[src/mmuPkg.sv]
package mmuPkg;

	////////////////////////////////////////
	// Region encoding
	////////////////////////////////////////
	typedef enum logic [3:0]
	{
		regionCart    = 4'd0,  // 0000 to 7FFF
		regionVram    = 4'd1,  // 8000 to 9FFF
		regionExt     = 4'd2,  // A000 to BFFF, no external RAM here
		regionWram    = 4'd3,  // C000 to FDFF with echo
		regionOam     = 4'd4,  // FE00 to FE9F
		regionUnused  = 4'd5,  // Holes and unmapped I/O
		regionJoypad  = 4'd6,  // FF00
		regionLcdRegs = 4'd7,  // FF40 to FF4B
		regionHram    = 4'd8,  // FF80 to FFFE
		regionIe      = 4'd9,  // FFFF
		regionBlocked = 4'd10  // Video memory owned by the video unit
	} mmuRegionE;

	// Decoder result, one strobe per writable target
	typedef struct packed
	{
		mmuRegionE region;
		logic      vramWe;
		logic      oamWe;
		logic      wramWe;
		logic      hramWe;
		logic      ieWe;
		logic      lcdRegWe;    // Whole FF40 to FF4F block
		logic      gpuOwnsVmem;
	} mmuDecodeT;

	// LCD registers in address order, lcdc lands in the top byte
	typedef struct packed
	{
		logic [7:0] lcdc;
		logic [7:0] stat;
		logic [7:0] scy;
		logic [7:0] scx;
		logic [7:0] ly;
		logic [7:0] lyc;
		logic [7:0] dma;
		logic [7:0] bgp;
		logic [7:0] obp0;
		logic [7:0] obp1;
		logic [7:0] wy;
		logic [7:0] wx;
	} gpuRegsT;

	// Bytes the store hands to the read mux
	typedef struct packed
	{
		logic [7:0] cpuVram;
		logic [7:0] cpuOam;
		logic [7:0] wram;
		logic [7:0] hram;
		logic [7:0] ie;
	} storeReadT;

	////////////////////////////////////////
	// Memory sizes in bytes
	////////////////////////////////////////
	localparam int vramBytes = 8192;
	localparam int oamBytes  = 160;
	localparam int wramBytes = 8192;
	localparam int hramBytes = 127;

	// Address map, each entry is the first address of its region
	localparam logic [15:0] vramBase    = 16'h8000;
	localparam logic [15:0] extBase     = 16'hA000;
	localparam logic [15:0] wramBase    = 16'hC000;
	localparam logic [15:0] oamBase     = 16'hFE00;
	localparam logic [15:0] unusedBase  = 16'hFEA0;
	localparam logic [15:0] joypadAddr  = 16'hFF00;
	localparam logic [15:0] lcdRegBase  = 16'hFF40;
	localparam logic [15:0] lcdRegLimit = 16'hFF4C; // First address past wx
	localparam logic [15:0] hramBase    = 16'hFF80;
	localparam logic [15:0] ieAddr      = 16'hFFFF;

endpackage

[src/mmuDecode.sv]
module mmuDecode
(
	input  logic [15:0]       cpuAddr,
	input  logic              cpuWe,
	input  logic              lcdOn,        // lcdc bit 7
	input  logic              statModeHigh, // STAT mode bit 1
	output mmuPkg::mmuDecodeT decodeBus
);

	mmuPkg::mmuRegionE rawRegion; // Region before the owner rule
	mmuPkg::mmuRegionE region;
	logic              gpuOwnsVmem;

	////////////////////////////////////////
	// Address classification
	////////////////////////////////////////
	always_comb
	begin
		// Walk the map from the bottom up
		if (cpuAddr < mmuPkg::vramBase)
			rawRegion = mmuPkg::regionCart;
		else if (cpuAddr < mmuPkg::extBase)
			rawRegion = mmuPkg::regionVram;
		else if (cpuAddr < mmuPkg::wramBase)
			rawRegion = mmuPkg::regionExt;
		else if (cpuAddr < mmuPkg::oamBase)
			rawRegion = mmuPkg::regionWram;   // Echo folds in here too
		else if (cpuAddr < mmuPkg::unusedBase)
			rawRegion = mmuPkg::regionOam;
		else if (cpuAddr < mmuPkg::joypadAddr)
			rawRegion = mmuPkg::regionUnused; // FEA0 to FEFF
		else if (cpuAddr == mmuPkg::joypadAddr)
			rawRegion = mmuPkg::regionJoypad;
		else if (cpuAddr >= mmuPkg::lcdRegBase && cpuAddr < mmuPkg::lcdRegLimit)
			rawRegion = mmuPkg::regionLcdRegs;
		else if (cpuAddr < mmuPkg::hramBase)
			rawRegion = mmuPkg::regionUnused; // Sound, timers and the rest of I/O
		else if (cpuAddr < mmuPkg::ieAddr)
			rawRegion = mmuPkg::regionHram;
		else
			rawRegion = mmuPkg::regionIe;
	end

	// Video unit holds VRAM and OAM while LCD is on and mode bit 1 is set
	assign gpuOwnsVmem = lcdOn & statModeHigh;

	always_comb
	begin
		region = rawRegion;
		if (gpuOwnsVmem &&
			(rawRegion == mmuPkg::regionVram || rawRegion == mmuPkg::regionOam))
			region = mmuPkg::regionBlocked; // CPU locked out
	end

	////////////////////////////////////////
	// Write strobes
	////////////////////////////////////////
	always_comb
	begin
		decodeBus             = '0;
		decodeBus.region      = region;
		decodeBus.gpuOwnsVmem = gpuOwnsVmem;
		// At most one memory strobe, blocked and read-only regions get none
		case (region)
			mmuPkg::regionVram: decodeBus.vramWe = cpuWe;
			mmuPkg::regionOam:  decodeBus.oamWe  = cpuWe;
			mmuPkg::regionWram: decodeBus.wramWe = cpuWe;
			mmuPkg::regionHram: decodeBus.hramWe = cpuWe;
			mmuPkg::regionIe:   decodeBus.ieWe   = cpuWe;
			default:
			begin
				// Cart, ext, unused, joypad, LCD regs and blocked write nothing here
			end
		endcase
		// Video unit sees every write into the FF4x block
		decodeBus.lcdRegWe = cpuWe && (cpuAddr[15:4] == mmuPkg::lcdRegBase[15:4]);
	end

endmodule

[config.mk]
export PLATFORM = sky130hd
export DESIGN_NAME = mmuDecode
export DESIGN_NICKNAME = d
export VERILOG_FILES = /design/src/mmuPkg.sv /design/src/mmuDecode.sv
export SDC_FILE = /design/constraint.sdc
export NUM_CORES = 1
export LEC_CHECK = 0
export BUFFER_PORTS_ARGS = -buffer_cell sky130_fd_sc_hd__buf_4
export CAP_MARGIN = 20
export CORE_AREA = 4 4 41 43
export DETAILED_ROUTE_END_ITERATION = 10
export DIE_AREA = 0 0 45 47
export GPL_TIMING_DRIVEN = 0
export SLEW_MARGIN = 20
export SYNTH_ARGS = -nofsm -noshare
export SYNTH_HDL_FRONTEND = slang
export SYNTH_SLANG_ARGS = --single-unit
[constraint.sdc]
create_clock -name vclk -period 1
set_input_delay 0 -clock vclk [all_inputs]
set_output_delay 0 -clock vclk [all_outputs]
set_load 0.05 [all_outputs]
* Word level (Yosys, flattened, before mapping)
Cells that the tools add are included.
** Word-level totals
- Output and inout port bits :: 11
- Input port bits :: 19
- Flip-flop bits (word level) :: 0
- Logic and storage cells :: 40
** Operators by class
- Equal/unequal tests :: 9
- Reduce and logical (&&, ||, !) cells :: 4
- Order comparisons :: 10
- Bitwise operators :: 1
- Muxes and demuxes :: 16
** Operators by type and width (number)
- < comparator 16 bit (second input constant) :: 9
- 2-to-1 mux 4 bit :: 10
- == test 16 bit (second input constant) :: 1
- greater-or-equal comparator 16 bit (second input constant) :: 1
- == test 12 bit (second input constant) :: 1
- == test 4 x 1 -> 1 bit (second input constant) :: 2
- == test 4 x 3 -> 1 bit (second input constant) :: 2
- == test 4 bit (second input constant) :: 2
- 2-to-1 mux 1 bit :: 6
- == test 4 x 2 -> 1 bit (second input constant) :: 1
- logical AND 1 bit :: 3
- AND 1 bit :: 1
- logical OR 1 bit :: 1

* Depth between registers and ports, before layout
Gate-level depths: netlist of the first run.
- Depth in word-level cells :: 17
- Mapped depth :: 5
- Depth with buffers taken out :: 5

* Worst setup path after synthesis of the first run
OpenSTA, ideal clock, no wires.
- Kind :: input-to-output
- Start point :: input port cpuAddr[5]
- End point :: output port decodeBus[9] (netlist bit)
- Arrival time :: 1.950 ns
- Path buffers :: 0
- Stages on the path :: 5
- Required time :: 1.000 ns
- Path slack :: -0.950 ns
- Cell sequence :: nor3_2 > nand3_2 > a21bo_1 > o21a_1 > a221oi_1
** RTL lines
- start: declaration :: line mmuDecode.sv:3 : input logic [15:0] cpuAddr,
- end: declaration :: line mmuDecode.sv:7 : output mmuPkg::mmuDecodeT decodeBus

==> summary.md, run 1 <==
| Metric | Value |
|---|---|
| Syn avg cell area | `6.29 um2` |
| Synth area leader | `nor3_1` |
| Total leakage power | `about 0.36 nW` |
| WHS Endpoint | `decodeBus[9]` |
| Top post-synthesis cells by area | `nor3_1 7.4%, nand4_1 6.9%, a221oi_1 6.5%, and4_1 6.5%, nand3_1 5.6%` |
| Worst setup SP type | `primary input` |
| Worst IR Drop VDD | `186 uV` |
| Outcome | `finished, violations left` |
| DP HPWL | `around 980 um` |
| Die X | `~45 um` |
| Routed wl met3 | `a little under 100 um` |
| Final antenna-violating net count | `0` |
| # port buffers | `30` |
| Period utilization | `138%` |
| Power per Cell Area | `between 300 and 400 nW/um2` |
| # placed instances | `between 80 and 90` |
| Hold Crit Class | `in2out` |
| # nets final | `approximately 110` |
| Pins Over Slew Limit | `0` |
| DRC | `0` |
| Routed WL | `roughly 1500 um` |
| M1 wire length | `around 540 um` |
| Setup crit end kind | `primary output` |
| Metal2 WL | `~830 um` |
| Worst-path maximum fanout | `3` |
| DR WL/cell | `15.5 um` |
| Worst slew margin | `67.1%` |
| Final antenna diode count | `0` |
| CTS hold repair buffers | `0` |
| DR iter-0 viols | `4` |
| Chip height | `approximately 47 um` |
| Io pins | `30` |
| Synth Warn # | `0` |
| Share of the synthesized area in the top cell type | `under 10%` |
| Actual slew at the worst max-slew pin | `0.490 ns` |
| Largest net degree at the start of global routing | `9` |
| Syn Nets | `62` |
| Non-filler cells, final | `slightly below 100` |
| F_max | `~720 MHz` |
| GP Congestion | `between 0.6 and 0.7` |
| Detailed-route via count | `522` |
| Register area | `0 um2` |
| Uppermost layer routed | `met4` |
| Gr ovfl total | `0` |
| Die area | `roughly 2100 um2` |
| Register area share after synthesis | `0%` |
| Hold Path Stages | `3` |
| Critical Path AT | `between 1 and 1.5 ns` |
| WS Path Type | `in2out` |
| RSZ-0062 raised after global routing | `yes` |
| Max-cap viol count | `0` |
| Hold Crit Start | `cpuAddr[8]` |
| Aggregate global-route resource usage | `between 10% and 20%` |
| Via density | `approximately 5.3` |
| Synth Instances | `43` |
| Worst setup margin | `-0.382 ns` |
| Seq cells | `0` |
| Vias in the first global route | `about 520` |
| Final Power | `306 uW` |
| P&R area growth vs syn | `224%` |
| Cell area after synthesis | `270 um2` |
| Synth cell types | `25` |
| Core area | `1300 um2` |
| Antenna violations before repair | `0` |
| CLK BUF | `0` |
| Violated checks | `negative setup slack` |
| Count leader, synth | `nor3_1` |
| Count of final hold-check violations | `0` |
| Detailed Routing Iterations Pass 1 | `5` |
| Layout cell share with drive strength beyond 1 | `between 70% and 80%` |
| CP required | `1.00 ns` |
| Fin crit period | `about 1.4 ns` |
| Starting Density | `about a fifth` |
| Global-route wire length before repair | `~2200 um` |
| # rows | `13` |
| Setup violators final | `9` |
## what timing repair did
action,4_1_cts,5_1_grt
gates resized for setup,34,13
setup endpoints to repair,9,11
hold endpoints to repair,0,0
buffers inserted,10,4
pin swaps,15,12
## kinds of logic (layout without fill, tap and decap cells)
family	count (synthesis)	in the layout	share of synthesized area, %
buf+inv	3	44	5.55
simple gates	27	27	59.7
compound gates	13	13	34.7
## how the worst max path moves through the flow
stage	slack, ns	depth (start not counted)	start	endpoint
final	-0.38	8	cpuAddr[5]	decodeBus[9]
after global routing	-0.44	8	cpuAddr[5]	decodeBus[9]
after CTS	-0.32	7	cpuAddr[4]	decodeBus[9]
after detailed placement	-0.65	7	cpuAddr[5]	decodeBus[6]
after global placement	-0.63	7	cpuAddr[5]	decodeBus[6]
after floorplan	-0.37	5	cpuAddr[5]	decodeBus[3]
## layout by cell type (no fill, tap or decap), drive strengths merged, types with 2 or more instances in the layout
cell type  netlist  routed
nand4            3       3
nor3             5       5
buf              1      43
a221oi           2       2
nand3            4       4
nand2            3       3
o21ai            3       3
and2             2       2
nor2             3       3
and4             2       2
a21oi            2       2
o21a             2       2
## layer usage
metal / global-route usage [%] / up-vias
met1: 15.6 / 236
met2: 27.1 / 24
met4: 4.68 / 0
li1: - / 256
met5: 0 / -
met3: 0.766 / 6
## power breakdown
| group | internal (mW) | total, mW | switching, mW |
|---|---|---|---|
| Sequential | 0 | 0 | 0 |
| Clock | 0 | 0 | 0 |
| Combinational | 0.149 | 0.306 | 0.157 |
## per-stage QoR
step / hold WS, ns / setup WS (ns) / area, um2 / TNS (ns) / utilization, %
after floorplan: 0.109 / -0.367 / 350 / -2.35 / -
after global placement: 0.389 / -0.635 / 594 / -4.61 / 45.7
after detailed placement: 0.397 / -0.648 / 594 / -4.55 / 45.7
after CTS: 0.322 / -0.321 / 808 / -2.25 / 62.1
after global routing: 0.350 / -0.443 / 876 / -3.29 / 67.3
final: 0.337 / -0.382 / 876 / -2.71 / 67.3
## cell type report
class | count | area (um2)
fillers | 108 | 425
multi-input cells | 40 | 425
inverters | 1 | 3.75
well taps | 15 | 18.8
plain buffers | 1 | 7.51
repair buffers | 42 | 420
## critical path, stage by stage
cell and delay (ns):
buf_8 0.10, nor3_4 0.23, nand3_2 0.11, buf_4 0.16, a221o_2 0.40, nand3_4 0.14
a221oi_4 0.08, buf_6 0.16
(Power assumes the default switching activity.)
==> inputs of run 2 (changes only) <==
--- a/config.mk
+++ b/config.mk
@@ -7,10 +7,13 @@
 export LEC_CHECK = 0
 export BUFFER_PORTS_ARGS = -buffer_cell sky130_fd_sc_hd__buf_4
 export CAP_MARGIN = 20
-export CORE_AREA = 4 4 41 43
+export CELL_PAD_IN_SITES_DETAIL_PLACEMENT = 2
+export CELL_PAD_IN_SITES_GLOBAL_PLACEMENT = 2
+export CORE_MARGIN = 4
+export CORE_UTILIZATION = 15
 export DETAILED_ROUTE_END_ITERATION = 10
-export DIE_AREA = 0 0 45 47
 export GPL_TIMING_DRIVEN = 0
+export PLACE_DENSITY_LB_ADDON = 0.1
 export SLEW_MARGIN = 20
 export SYNTH_ARGS = -nofsm -noshare
 export SYNTH_HDL_FRONTEND = slang
==> summary.md, run 2 (same netlist as run 1, synthesis figures left out) <==
| Metric | Value |
|---|---|
| Die X | `about 50 um` |
| Total leakage power | `0.338 nW` |
| Sequential Power Share | `0%` |
| Final antenna diode count | `0` |
| Gate power share | `100.0%` |
| Period utilization | `139%` |
| F_max | `719 MHz` |
| Max-cap viol count | `0` |
| Power per Cell Area | `roughly 360 nW/um2` |
| CP bufs+invs | `3` |
| Largest net degree at the start of global routing | `9` |
| Worst IR Drop VDD | `roughly 180 uV` |
| Core area | `roughly 1700 um2` |
| Commonest non-fill, non-tap cell in the layout | `buf_4` |
| CP required | `1.00 ns` |
| Register area | `0 um2` |
| Setup violators final | `9` |
| Worst setup margin | `-0.391 ns` |
| CP Cell Sequence | `buf_8 -> nor3_4 -> nand3_1 -> a21bo_4 -> o211ai_1 -> buf_4 -> nor3b_4 -> buf_6` |
| P&R area growth vs syn | `210%` |
| Non-filler cells, final | `107` |
| Io pins | `30` |
| # placed instances | `98` |
| Most frequent cells in the layout | `23 x buf_4, 14 x buf_6, 4 x buf_8, 3 x nor3_4, 3 x nand4_1` |
| Starting Density | `~16%` |
| Max stage delay cell, worst path | `a21bo_4` |
| Vias in the first global route | `between 500 and 600` |
| Aggregate global-route resource usage | `approximately 15%` |
| Worst setup SP type | `primary input` |
| GP Congestion | `0.786` |
| RSZ-0062 raised after global routing | `yes` |
| # nets final | `between 100 and 150` |
| Final Power | `roughly 300 uW` |
| Antenna violations before repair | `0` |
| Actual slew at the worst max-slew pin | `0.414 ns` |
| # rows | `15` |
| Seq cells | `0` |
| Gr ovfl total | `0` |
| Final antenna-violating net count | `0` |
| Chip height | `50.4 um` |
| Setup crit end kind | `primary output` |
| Detailed-route via count | `between 500 and 600` |
| Die area | `2540 um2` |
| CLK BUF | `0` |
| Routed WL | `1910 um` |
| Via density | `just under 5` |
| Violated checks | `negative setup slack` |
| Hold Crit Class | `in2out` |
| Design Area, Final | `~840 um2` |
| Clock Power Share | `0%` |
| Pins Over Slew Limit | `0` |
| WS Path Type | `in2out` |
| DR iter-0 viols | `1` |
| Worst-path maximum fanout | `4` |
| DRC | `0` |
| Global-route wire length before repair | `a little under 3000 um` |
| Worst slew margin | `between 70% and 80%` |
| Fin crit period | `roughly 1.4 ns` |
| Sw frac | `53.3%` |
| Layout cell share with drive strength beyond 1 | `roughly 80%` |
| Switch Pwr | `around 160 uW` |
| # port buffers | `30` |
| Count of final hold-check violations | `0` |
| Outcome | `finished, violations left` |
| DP HPWL | `around 1200 um` |
| Critical Path AT | `between 1 and 1.5 ns` |
| Detailed Routing Iterations Pass 1 | `3` |
| Internal Power | `approximately 140 uW` |
| Post-DP Area | `just over 600 um2` |
| Critical path's top delay family | `buffers and inverters` |
| Max stage delay on crit path | `between 0.2 and 0.3 ns` |
| DR WL/cell | `between 15 and 20 um` |
==> run 2: final cells by class <==
| class | count | area [um2] |
|---|---|---|
| multi-input cells | 40 | 413 |
| repair buffers | 40 | 383 |
| fillers | 189 | 870 |
| well taps | 25 | 31.3 |
| plain buffers | 1 | 7.51 |
| inverters | 1 | 3.75 |
==> run 2: per-stage QoR <==
stage	worst slack [ns]	utilization, %	hold WS (ns)	TNS [ns]
6_report	-0.391	49.1	0.337	-3.06
3_3_place_gp	-0.709	35.5	0.394	-5.02
4_1_cts	-0.351	46.2	0.365	-2.60
2_1_floorplan	-0.367	-	0.109	-2.35
5_1_grt	-0.462	49.1	0.353	-3.74
3_5_place_dp	-0.694	35.5	0.396	-5.17
==> run 2: worst min-delay path, cell delays in order <==
cell and delay, ns:
buf_6 0.12, a221oi_4 0.07, buf_6 0.14
==> run 2: power by group through the flow <==
stage | Combinational, mW | Sequential (mW) | Clock, mW
2_1_floorplan | 0.121 | 0 | 0
3_3_place_gp | 0.228 | 0 | 0
3_5_place_dp | 0.233 | 0 | 0
4_1_cts | 0.277 | 0 | 0
5_1_grt | 0.319 | 0 | 0
6_report | 0.300 | 0 | 0
==> run 2: final timing paths <==
path                       end        from  cells after the start
setup / recovery  decodeBus[6]  cpuAddr[4]                      8
hold / removal    decodeBus[9]  cpuAddr[7]                      3
==> run 2: timing repair <==
action,in CTS,in global routing
gates resized for setup,28,13
hold buffers,0,0
hold endpoints to repair,0,0
endpoints found under the setup margin,9,11
setup buffers,9,2
pin swaps,14,8
==> run 2: per-layer routing <==
layer | up-vias | GRT usage [%] | share of wire, %
li1 | 248 | - | -
met1 | 254 | 16.0 | 37
met2 | 15 | 32.0 | 59
met3 | 0 | 0.297 | 3.5
met4 | 0 | 0 | 0
met5 | - | 0 | 0
