**config.mk**
```make
export PLATFORM = sky130hd
export DESIGN_NAME = mmuReadMux
export DESIGN_NICKNAME = d
export VERILOG_FILES = /design/src/mmuPkg.sv /design/src/mmuReadMux.sv
export SDC_FILE = /design/constraint.sdc
export NUM_CORES = 1
export LEC_CHECK = 0
export BUFFER_PORTS_ARGS = -buffer_cell sky130_fd_sc_hd__buf_4
export CAP_MARGIN = 20
export CORE_AREA = 3 3 89 91
export DETAILED_ROUTE_END_ITERATION = 16
export DIE_AREA = 0 0 92 94
export PLACE_DENSITY = 0.61
export SYNTH_ARGS = -nofsm -noshare
export SYNTH_HDL_FRONTEND = slang
export SYNTH_SLANG_ARGS = --single-unit
```
**constraint.sdc**
```tcl
create_clock -name vclk -period 4.2
set_input_delay 0.42 -clock vclk [all_inputs]
set_output_delay 0.42 -clock vclk [all_outputs]
set_load 0.02 [all_outputs]
```
**src/mmuPkg.sv**
```systemverilog
package mmuPkg;

	////////////////////////////////////////
	// Region encoding
	////////////////////////////////////////
	typedef enum logic [3:0]
	{
		regionCart    = 4'd0,  // 0000 to 7FFF
		regionVram    = 4'd1,  // 8000 to 9FFF
		regionExt     = 4'd2,  // A000 to BFFF, no external RAM here
		regionWram    = 4'd3,  // C000 to FDFF with echo
		regionOam     = 4'd4,  // FE00 to FE9F
		regionUnused  = 4'd5,  // Holes and unmapped I/O
		regionJoypad  = 4'd6,  // FF00
		regionLcdRegs = 4'd7,  // FF40 to FF4B
		regionHram    = 4'd8,  // FF80 to FFFE
		regionIe      = 4'd9,  // FFFF
		regionBlocked = 4'd10  // Video memory owned by the video unit
	} mmuRegionE;

	// Decoder result, one strobe per writable target
	typedef struct packed
	{
		mmuRegionE region;
		logic      vramWe;
		logic      oamWe;
		logic      wramWe;
		logic      hramWe;
		logic      ieWe;
		logic      lcdRegWe;    // Whole FF40 to FF4F block
		logic      gpuOwnsVmem;
	} mmuDecodeT;

	// LCD registers in address order, lcdc lands in the top byte
	typedef struct packed
	{
		logic [7:0] lcdc;
		logic [7:0] stat;
		logic [7:0] scy;
		logic [7:0] scx;
		logic [7:0] ly;
		logic [7:0] lyc;
		logic [7:0] dma;
		logic [7:0] bgp;
		logic [7:0] obp0;
		logic [7:0] obp1;
		logic [7:0] wy;
		logic [7:0] wx;
	} gpuRegsT;

	// Bytes the store hands to the read mux
	typedef struct packed
	{
		logic [7:0] cpuVram;
		logic [7:0] cpuOam;
		logic [7:0] wram;
		logic [7:0] hram;
		logic [7:0] ie;
	} storeReadT;

	////////////////////////////////////////
	// Memory sizes in bytes
	////////////////////////////////////////
	localparam int vramBytes = 8192;
	localparam int oamBytes  = 160;
	localparam int wramBytes = 8192;
	localparam int hramBytes = 127;

	// Address map, each entry is the first address of its region
	localparam logic [15:0] vramBase    = 16'h8000;
	localparam logic [15:0] extBase     = 16'hA000;
	localparam logic [15:0] wramBase    = 16'hC000;
	localparam logic [15:0] oamBase     = 16'hFE00;
	localparam logic [15:0] unusedBase  = 16'hFEA0;
	localparam logic [15:0] joypadAddr  = 16'hFF00;
	localparam logic [15:0] lcdRegBase  = 16'hFF40;
	localparam logic [15:0] lcdRegLimit = 16'hFF4C; // First address past wx
	localparam logic [15:0] hramBase    = 16'hFF80;
	localparam logic [15:0] ieAddr      = 16'hFFFF;

endpackage

```
**src/mmuReadMux.sv**
```systemverilog
module mmuReadMux
(
	input  logic [3:0]        cpuAddr,  // Low nibble picks the LCD register
	input  logic [15:8]       gpuAddr,  // Upper byte picks VRAM or OAM
	input  mmuPkg::mmuDecodeT decodeBus,
	input  mmuPkg::storeReadT storeBus,
	input  logic [7:0]        gpuVramByte,
	input  logic [7:0]        gpuOamByte,
	input  mmuPkg::gpuRegsT   gpuRegs,
	input  logic [7:0]        buttons,
	input  logic [7:0]        cartData,
	output logic [7:0]        cpuRData,
	output logic [7:0]        gpuVmemData
);

	logic [7:0] lcdRegByte;

	////////////////////////////////////////
	// LCD register select
	////////////////////////////////////////
	always_comb
	begin
		case (cpuAddr)
			4'h0:    lcdRegByte = gpuRegs.lcdc;
			4'h1:    lcdRegByte = gpuRegs.stat;
			4'h2:    lcdRegByte = gpuRegs.scy;
			4'h3:    lcdRegByte = gpuRegs.scx;
			4'h4:    lcdRegByte = gpuRegs.ly;
			4'h5:    lcdRegByte = gpuRegs.lyc;
			4'h6:    lcdRegByte = gpuRegs.dma;
			4'h7:    lcdRegByte = gpuRegs.bgp;
			4'h8:    lcdRegByte = gpuRegs.obp0;
			4'h9:    lcdRegByte = gpuRegs.obp1;
			4'hA:    lcdRegByte = gpuRegs.wy;
			4'hB:    lcdRegByte = gpuRegs.wx;
			default: lcdRegByte = 8'h00; // FF4C to FF4F decode as unused anyway
		endcase
	end

	////////////////////////////////////////
	// CPU read byte by region
	////////////////////////////////////////
	always_comb
	begin
		case (decodeBus.region)
			mmuPkg::regionCart:    cpuRData = cartData;
			mmuPkg::regionVram:    cpuRData = storeBus.cpuVram;
			mmuPkg::regionExt:     cpuRData = 8'h00;  // No cartridge RAM
			mmuPkg::regionWram:    cpuRData = storeBus.wram;
			mmuPkg::regionOam:     cpuRData = storeBus.cpuOam;
			mmuPkg::regionUnused:  cpuRData = 8'h00;
			mmuPkg::regionJoypad:  cpuRData = buttons;
			mmuPkg::regionLcdRegs: cpuRData = lcdRegByte;
			mmuPkg::regionHram:    cpuRData = storeBus.hram;
			mmuPkg::regionIe:      cpuRData = storeBus.ie;
			mmuPkg::regionBlocked: cpuRData = 8'hFF;  // Video unit owns the bus
			default:               cpuRData = 8'h00;
		endcase
	end

	// Video unit read, OAM lives in page FE
	assign gpuVmemData = (gpuAddr == mmuPkg::oamBase[15:8]) ? gpuOamByte : gpuVramByte;

endmodule

```
== Word-level counts from Yosys, hierarchy flattened ==
Cells that the tools add are included.

* Bits in registers: 0
* Input bits: 191
* Output and inout bits: 16
* Word-level logic and storage cells: 25

* Eq/ne operators: 20
* Muxes and demuxes: 3
* Reductions and logical operators: 2

{| class="wikitable"
|+ Operators with widths
! operator !! number
|-
| case mux 8 bit (12 select lines) || 1
|-
| case mux 8 bit (9 select lines) || 1
|-
| equality test 4 x 3 -> 1 bit (second input constant) || 7
|-
| equality test 4 bit (second input constant) || 7
|-
| equality test 4 x 2 -> 1 bit (second input constant) || 3
|-
| equality test 4 x 1 -> 1 bit (second input constant) || 2
|-
| equality test 8 bit (second input constant) || 1
|-
| zero test 4 bit || 2
|-
| two-way mux 8 bit || 1
|}

== Depth between registers and ports, before layout ==
Gate-level depths: netlist (run 1).

* Depth in word-level cells: 3
* Depth in mapped cells: 7
* Depth with buffers taken out: 5

== Worst setup path after synthesis (run 1) ==
Ideal clock, no wire load.

* Path kind: in2out
* Start: input cpuAddr[2]
* End: output cpuRData[1]
* Arrival: 1712 ps
* Data required time: 3780 ps
* Slack: 2068 ps
* Stages: 5
* Path buffers: 3
* Cell sequence: buf_2 > buf_4 > clkbuf_1 > a31oi_1 > o311ai_1

* Longest elaborated chain between the ends: 3
* Elaborated cells on any way between the ends: 14
* Classes of those cells: eq/ne (11); mux (2); reduce/logical (1)

{| class="wikitable"
|+ RTL lines
! item !! RTL line !! text
|-
| start, declared || mmuReadMux.sv:3 || <nowiki>input logic [3:0] cpuAddr,</nowiki>
|-
| equality test 4 bit (tied with other cells) || mmuReadMux.sv:23 || <nowiki>case (cpuAddr)</nowiki>
|-
| case mux 8 bit (12 select lines) (*) || mmuReadMux.sv:23 ||
|-
| case mux 8 bit (9 select lines) (*) || mmuReadMux.sv:45 || <nowiki>case (decodeBus.region)</nowiki>
|-
| end, declared || mmuReadMux.sv:12 || <nowiki>output logic [7:0] cpuRData,</nowiki>
|}

Every way passes the cells marked *; elsewhere a longest branch is shown, timed or not.

== Worst setup path in the final report (run 1) ==
* Start: input cpuAddr[2]
* End: output cpuRData[0]

Same word-level chain as after synthesis.

==> impl_metrics.csv, run 1 <==
group,metric,value,unit
run_status,status,"finished, final reports clean",
finish,nets,615,
global_route,globalRouteOverflowTotal,0,
setup_path,crit_fanout,35,
global_route,grt_pass1_wl,14100,um
place,io_buffers,200,
timing,clock.fmax,358,MHz
finish,nFillCells,776,
worst_hold_path,hold_end,"gpuVmemData[7]",
die,row_count,31,
clock_tree,cts_resized,0,
timing,finalCritPeriodShare,66.5,%
synth,netlist_area,1760,um^2
die,die_area,8650,um^2
detailed_routing,drt-wirelength-per-cell,17.7,um
finish,regArea,0,um^2
detailed_routing,drt_iter0_drc,121,
die,core_region_area,7210,um^2
finish,numSequentialCells,0,
place,dp_hpwl,7690,um
worst_hold_path,hold_class,"in2out",
global_route,grt_pass1_vias,2799,
synth,ys_types,52,
synth,syn_nets,439,
setup_path,worst_setup_path_start_kind,"input port",
timing,setup_tns,0,ns
detailed_routing,wirelength,9220,um
timing,min_period,2.79,ns
die,start_util,24.5,%
die,die_x,92,um
global_route,grt_use_total,19.9,%
place,gp_congestion,0.800,
clock_tree,hold_buffers,0,
timing,finalMaxSlewViolations,0,
finish,finalNonFillerCells,521,
power,peakVddDrop,46.2,uV
global_route,antenna_found_initial,0,
place,placed_cells,521,
synth,syn_avg_cell_area,7.11,um^2
worst_hold_path,holdPathStages,3,
detailed_routing,drt_pass1_iterations,4,
finish,nClkBuffers,0,
detailed_routing,vias_per_cell,5.23,
timing,slew_headroom,42.8,%
clock_tree,post_cts_buffers,0,
synth,yosys_warnings,0,
timing,rsz0062_at_grt,"no",
power,leakage,0.00150,uW
finish,area_growth,83.5,%
setup_path,crit_type,"in2out",
timing,worst_pin_slew,0.856,ns
setup_path,critPathLaunch,"cpuAddr[2]",
die,die_h,94,um
finish,antenna_cells,0,
detailed_routing,routed-via-count,2726,
setup_path,required,3.78,ns
timing,hold_viol_final,0,
power,power.density,99.5,nW/um^2
die,io_pins,207,
finish,drive_gt1_share,52.6,%
global_route,grt_max_degree,36,
detailed_routing,drc_errors,0,
detailed_routing,antenna_left,0,
synth,postSynthCellCount,248,
setup_path,crit_arrival,2.37,ns
timing,finalSetupViolCount,0,
worst_hold_path,worstHoldStart,"gpuOamByte[7]",
synth,synth_seq_area_share,0,%
job,max-cap-violations,0,
setup_path,cp-end-kind,"primary output",
[Yosys cell counts (all sizes together)]
master   instances  share of area [%]
buf             23                8.2
mux2            19                 12
mux2i           18                 10
nand2           16                3.4
a22oi           13                5.5
nor2            13                2.8
a21oi           12                3.4
nand3           12                3.4
nor2b           11                3.9
a31oi            7                2.5
nand2b           7                2.5
nor3             7                2.0
o22ai            7                2.5
nor3b            6                2.6
o21ai            6                1.7
a211oi           5                2.1
a221oi           5                2.8
a311oi           4                2.0
a32oi            4                2.0
clkbuf           4               0.85
inv              4               0.85
nand4            4                1.4
o211ai           4                1.7
o221ai           4                2.0
a211o            3                1.5
a2bb2oi          3                1.5
and3b            3                1.5
nand4b           3                1.5
o32ai            3                1.5
a221o            2                1.1
mux4             2                2.8
nor4             2               0.71
and3             1               0.35
and4b            1               0.57
clkinv           1               0.21
nand3b           1               0.43
o21bai           1               0.43
o22a             1               0.50
o2bb2ai          1               0.50
o311ai           1               0.50
o31ai            1               0.43
o32a             1               0.57
or3b             1               0.50
or4              1               0.43
[placed cells by master, fill, tap and decap left out, types with 3 or more instances in the layout]
master,synthesis,layout
buf_4,3,201
mux2i_1,18,18
mux2_2,18,18
nand2_1,16,16
nor2_1,13,13
a22oi_1,13,13
nand3_1,12,12
a21oi_1,12,12
nor2b_1,11,11
nand2b_1,7,7
o22ai_1,7,7
nor3_1,7,7
a31oi_1,7,7
nor3b_1,6,6
a211oi_1,5,5
nand4_1,4,4
inv_1,4,4
a311oi_1,4,4
o221ai_1,4,4
a221oi_1,4,4
a32oi_1,4,4
o211ai_1,4,4
o32ai_1,3,3
nand4b_1,3,3
o21ai_1,3,3
and3b_1,3,3
a211o_1,3,3
a2bb2oi_1,3,3
o21ai_0,3,3
[worst max-delay path, stage by stage]
cell and delay, ns:
buf_4 0.32, nor2b_1 0.72, a22oi_1 0.21, o22ai_1 0.21
nor4_1 0.09, o221ai_1 0.20, buf_4 0.18
[layout make-up]
| cell class | count | area (um^2) | share of cell area (%) |
|---|---|---|---|
| Tap cell | 99 | 124 | 3.83 |
| Multi-Input combinational cell | 216 | 1590 | 49.0 |
| Timing Repair Buffer | 201 | 1510 | 46.6 |
| Inverter | 5 | 18.8 | 0.580 |
[stage by stage]
step	util, %	setup WS, ns	total power, uW	instance area [um^2]	hold slack [ns]
after floorplan	-	2.07	150	1760	1.03
after global placement	44.9	1.48	321	3240	1.17
after detailed placement	44.9	1.44	323	3240	1.17
after CTS	44.9	1.44	324	3240	1.17
after global routing	44.9	1.24	350	3240	1.18
final	44.9	1.41	322	3240	1.17
[worst max path at each step]
stage             endpoint  slack (ns)  cells after the start
2_1_floorplan  cpuRData[1]        2.07                      5
3_3_place_gp   cpuRData[0]        1.48                      7
3_5_place_dp   cpuRData[0]        1.44                      7
4_1_cts        cpuRData[0]        1.44                      7
5_1_grt        cpuRData[0]        1.24                      7
6_report       cpuRData[0]        1.41                      7
[power by group]
group,leakage (uW),switching [uW],internal (uW),total (uW)
Combinational,0.00150,136,187,322
Sequential,0,0,0,0
Clock,0,0,0,0
[routing by layer]
layer | GRT usage [%] | wire length, um
met5 | 0 | 0
met4 | 1.86 | 61
met3 | 1.76 | 718
met2 | 36.7 | 4740
met1 | 25.9 | 3700
[logic make-up (layout without fill, tap and decap cells)]
| group | after synthesis | count (layout) | synth area share [%] |
|---|---|---|---|
| simple gates | 89 | 89 | 27.9 |
| compound gates | 88 | 88 | 36.7 |
| mux | 39 | 39 | 25.3 |
| buf+inv | 32 | 206 | 10.1 |
No activity file was read; power rests on OpenSTA's default activity.
==> run 2, diff against run 1 <==
--- a/config.mk
+++ b/config.mk
@@ -5,12 +5,13 @@
 export SDC_FILE = /design/constraint.sdc
 export NUM_CORES = 1
 export LEC_CHECK = 0
+export ABC_AREA = 1
 export BUFFER_PORTS_ARGS = -buffer_cell sky130_fd_sc_hd__buf_4
 export CAP_MARGIN = 20
-export CORE_AREA = 3 3 89 91
+export CORE_AREA = 3 3 86 88
 export DETAILED_ROUTE_END_ITERATION = 16
-export DIE_AREA = 0 0 92 94
-export PLACE_DENSITY = 0.61
+export DIE_AREA = 0 0 89 91
+export PLACE_DENSITY = 0.62
 export SYNTH_ARGS = -nofsm -noshare
 export SYNTH_HDL_FRONTEND = slang
 export SYNTH_SLANG_ARGS = --single-unit
==> constraint.sdc (replaced) <==
create_clock -name vclk -period 2.85
set_input_delay 0.285 -clock vclk [all_inputs]
set_output_delay 0.285 -clock vclk [all_outputs]
set_load 0.02 [all_outputs]
==> impl_metrics.csv, run 2 <==
group,metric,value,unit
synth,synthMostInstantiatedCell,"nand2_1",
die,die_area,8100,um^2
finish,nClkBuffers,0,
global_route,grt_pass1_vias,3042,
finish,antenna_cells,0,
power,power.density,130,nW/um^2
finish,final_common_cell,"buf_4",
timing,slew_headroom,56.0,%
finish,nets,757,
finish,numSequentialCells,0,
setup_path,worst_setup_path_start_kind,"input port",
synth,yosys-top-cells-area,"nand2_1 38%, nand3_1 29%, nor2_1 10%, nand4_1 4.2%, inv_1 4.1%",
power,comb_power_share,100.0,%
clock_tree,hold_buffers,0,
detailed_routing,drt_pass1_iterations,4,
global_route,grt_pass1_wl,13900,um
synth,synth_seq_area_share,0,%
synth,synth_xor_area_share,0,%
synth,synthAdderAreaFrac,0,%
timing,rsz0062_at_grt,"no",
setup_path,crit_type,"in2out",
finish,drive_gt1_share,39.4,%
run_status,status,"finished, final reports clean",
timing,finalMaxSlewViolations,0,
die,core_region_area,6720,um^2
setup_path,crit_chain,"buf_4, inv_2, nor2_1, buf_4, nand3_1, nand2_1, nor2_1, nand3_1, nand2_1, nand2_1, buf_4",
detailed_routing,wirelength,9140,um
finish,regArea,0,um^2
detailed_routing,top_layer,"met4",
finish,finalNonFillerCells,644,
setup_path,crit_end,"cpuRData[4]",
clock_tree,post_cts_buffers,0,
setup_path,slowest_stage,"nor2_1",
detailed_routing,drc_errors,0,
power,switching_share,44.5,%
worst_hold_path,holdPathStages,4,
setup_path,cp-end-kind,"primary output",
synth,synth_top_area_share,37.9,%
synth,synth_area_leader_cell,"nand2_1",
synth,yosys_warnings,0,
place,placed_cells,644,
power,clockPowerShare,0,%
timing,finalCritPeriodShare,72.5,%
synth,syn_nets,563,
detailed_routing,dr_wl_met2,4610,um
synth,synth_top_family_by_area,"simple AND/OR/NAND/NOR gates",
power,peakVddDrop,62.5,uV
synth,syn_avg_cell_area,4.42,um^2
finish,final_core_utilization,47.6,%
synth,postSynthCellCount,372,
finish,area_growth,94.8,%
setup_path,required,2.57,ns
place,dp_hpwl,7710,um
place,gp_congestion,0.895,
timing,hold_viol_final,0,
timing,setup_tns,0,ns
setup_path,crit_arrival,1.78,ns
worst_hold_path,hold_class,"in2out",
detailed_routing,routed-via-count,3109,
power,seq_power_share,0,%
timing,worst_pin_slew,0.659,ns
power,power_switching,186,uW
die,die_x,89,um
timing,finalSetupViolCount,0,
synth,netlist_area,1640,um^2
synth,ys_types,14,
power,power.total,417,uW
detailed_routing,antenna_left,0,
detailed_routing,vias_per_cell,4.83,
detailed_routing,drt_iter0_drc,135,
synth,synth_compound_area_share,2.44,%
detailed_routing,wl_met3,845,um
die,start_util,24.5,%
timing,clock.fmax,484,MHz
detailed_routing,drt-wirelength-per-cell,14.2,um
job,max-cap-violations,0,
power,p_int,231,uW
setup_path,critPathLaunch,"cpuAddr[0]",
global_route,globalRouteOverflowTotal,0,
setup_path,slowest_delay,0.42,ns
clock_tree,cts_resized,0,
global_route,grt_max_degree,20,
setup_path,crit_fanout,14,
timing,min_period,2.07,ns
die,die_h,91,um
die,io_pins,207,
global_route,antenna_found_initial,0,
synth,synthMuxAreaShare,0,%
finish,layout_common_cells,"205 x buf_4, 166 x nand2_1, 94 x nand3_1",
place,io_buffers,200,
detailed_routing,met1_length,3550,um
synth,synth-simple-area-share,87.4,%
global_route,grt_use_total,21.1,%
power,leakage,0.00191,uW
die,row_count,30,
synth,synth_top_cells_by_count,"166 x nand2_1, 94 x nand3_1, 45 x nor2_1",
-- run 2: power by group through the flow --
stage	sequential [uW]	clock (uW)	combinational, uW
6_report	0	0	417
5_1_grt	0	0	458
4_1_cts	0	0	420
3_5_place_dp	0	0	419
3_3_place_gp	0	0	416
2_1_floorplan	0	0	154
-- run 2: per-stage QoR --
| step | cell area [um^2] | hold WS (ns) | setup WS [ns] |
|---|---|---|---|
| finish | 3200 | 0.891 | 0.784 |
| global route | 3200 | 0.915 | 0.626 |
| CTS | 3200 | 0.896 | 0.752 |
| detailed placement | 3200 | 0.890 | 0.763 |
| global placement | 3200 | 0.886 | 0.763 |
| floorplan | 1640 | 0.826 | 1.25 |
-- run 2: kinds of logic after synthesis --
logic type	after synthesis
buf+inv	36
simple gates	328
compound gates	8
-- run 2: worst min-delay path by stage --
stage | end | startpoint | slack, ns
5_1_grt | gpuVmemData[6] | gpuVramByte[6] | 0.91
3_3_place_gp | gpuVmemData[6] | gpuVramByte[6] | 0.89
2_1_floorplan | gpuVmemData[0] | gpuOamByte[0] | 0.83
3_5_place_dp | gpuVmemData[6] | gpuVramByte[6] | 0.89
4_1_cts | gpuVmemData[7] | gpuVramByte[7] | 0.90
6_report | gpuVmemData[0] | gpuVramByte[0] | 0.89
-- run 2: cell type report --
type / instances / area [um^2]
Fill cell: 749 / 3520
Inverter: 23 / 86.3
Multi-Input combinational cell: 336 / 1480
Tap cell: 80 / 100
Timing Repair Buffer: 205 / 1540
-- run 2: critical path: cells and delay by family --
kind / cells / cell delay (ns)
and+or+nand+nor: 7 / 0.88
buffers and inverters: 4 / 0.61
-- run 2: per-layer routing --
layer  track usage, %  vias up
met5                0        -
met4             2.73        0
met3             3.18       12
met2             39.7      138
met1             25.2     1363
li1                 -     1596
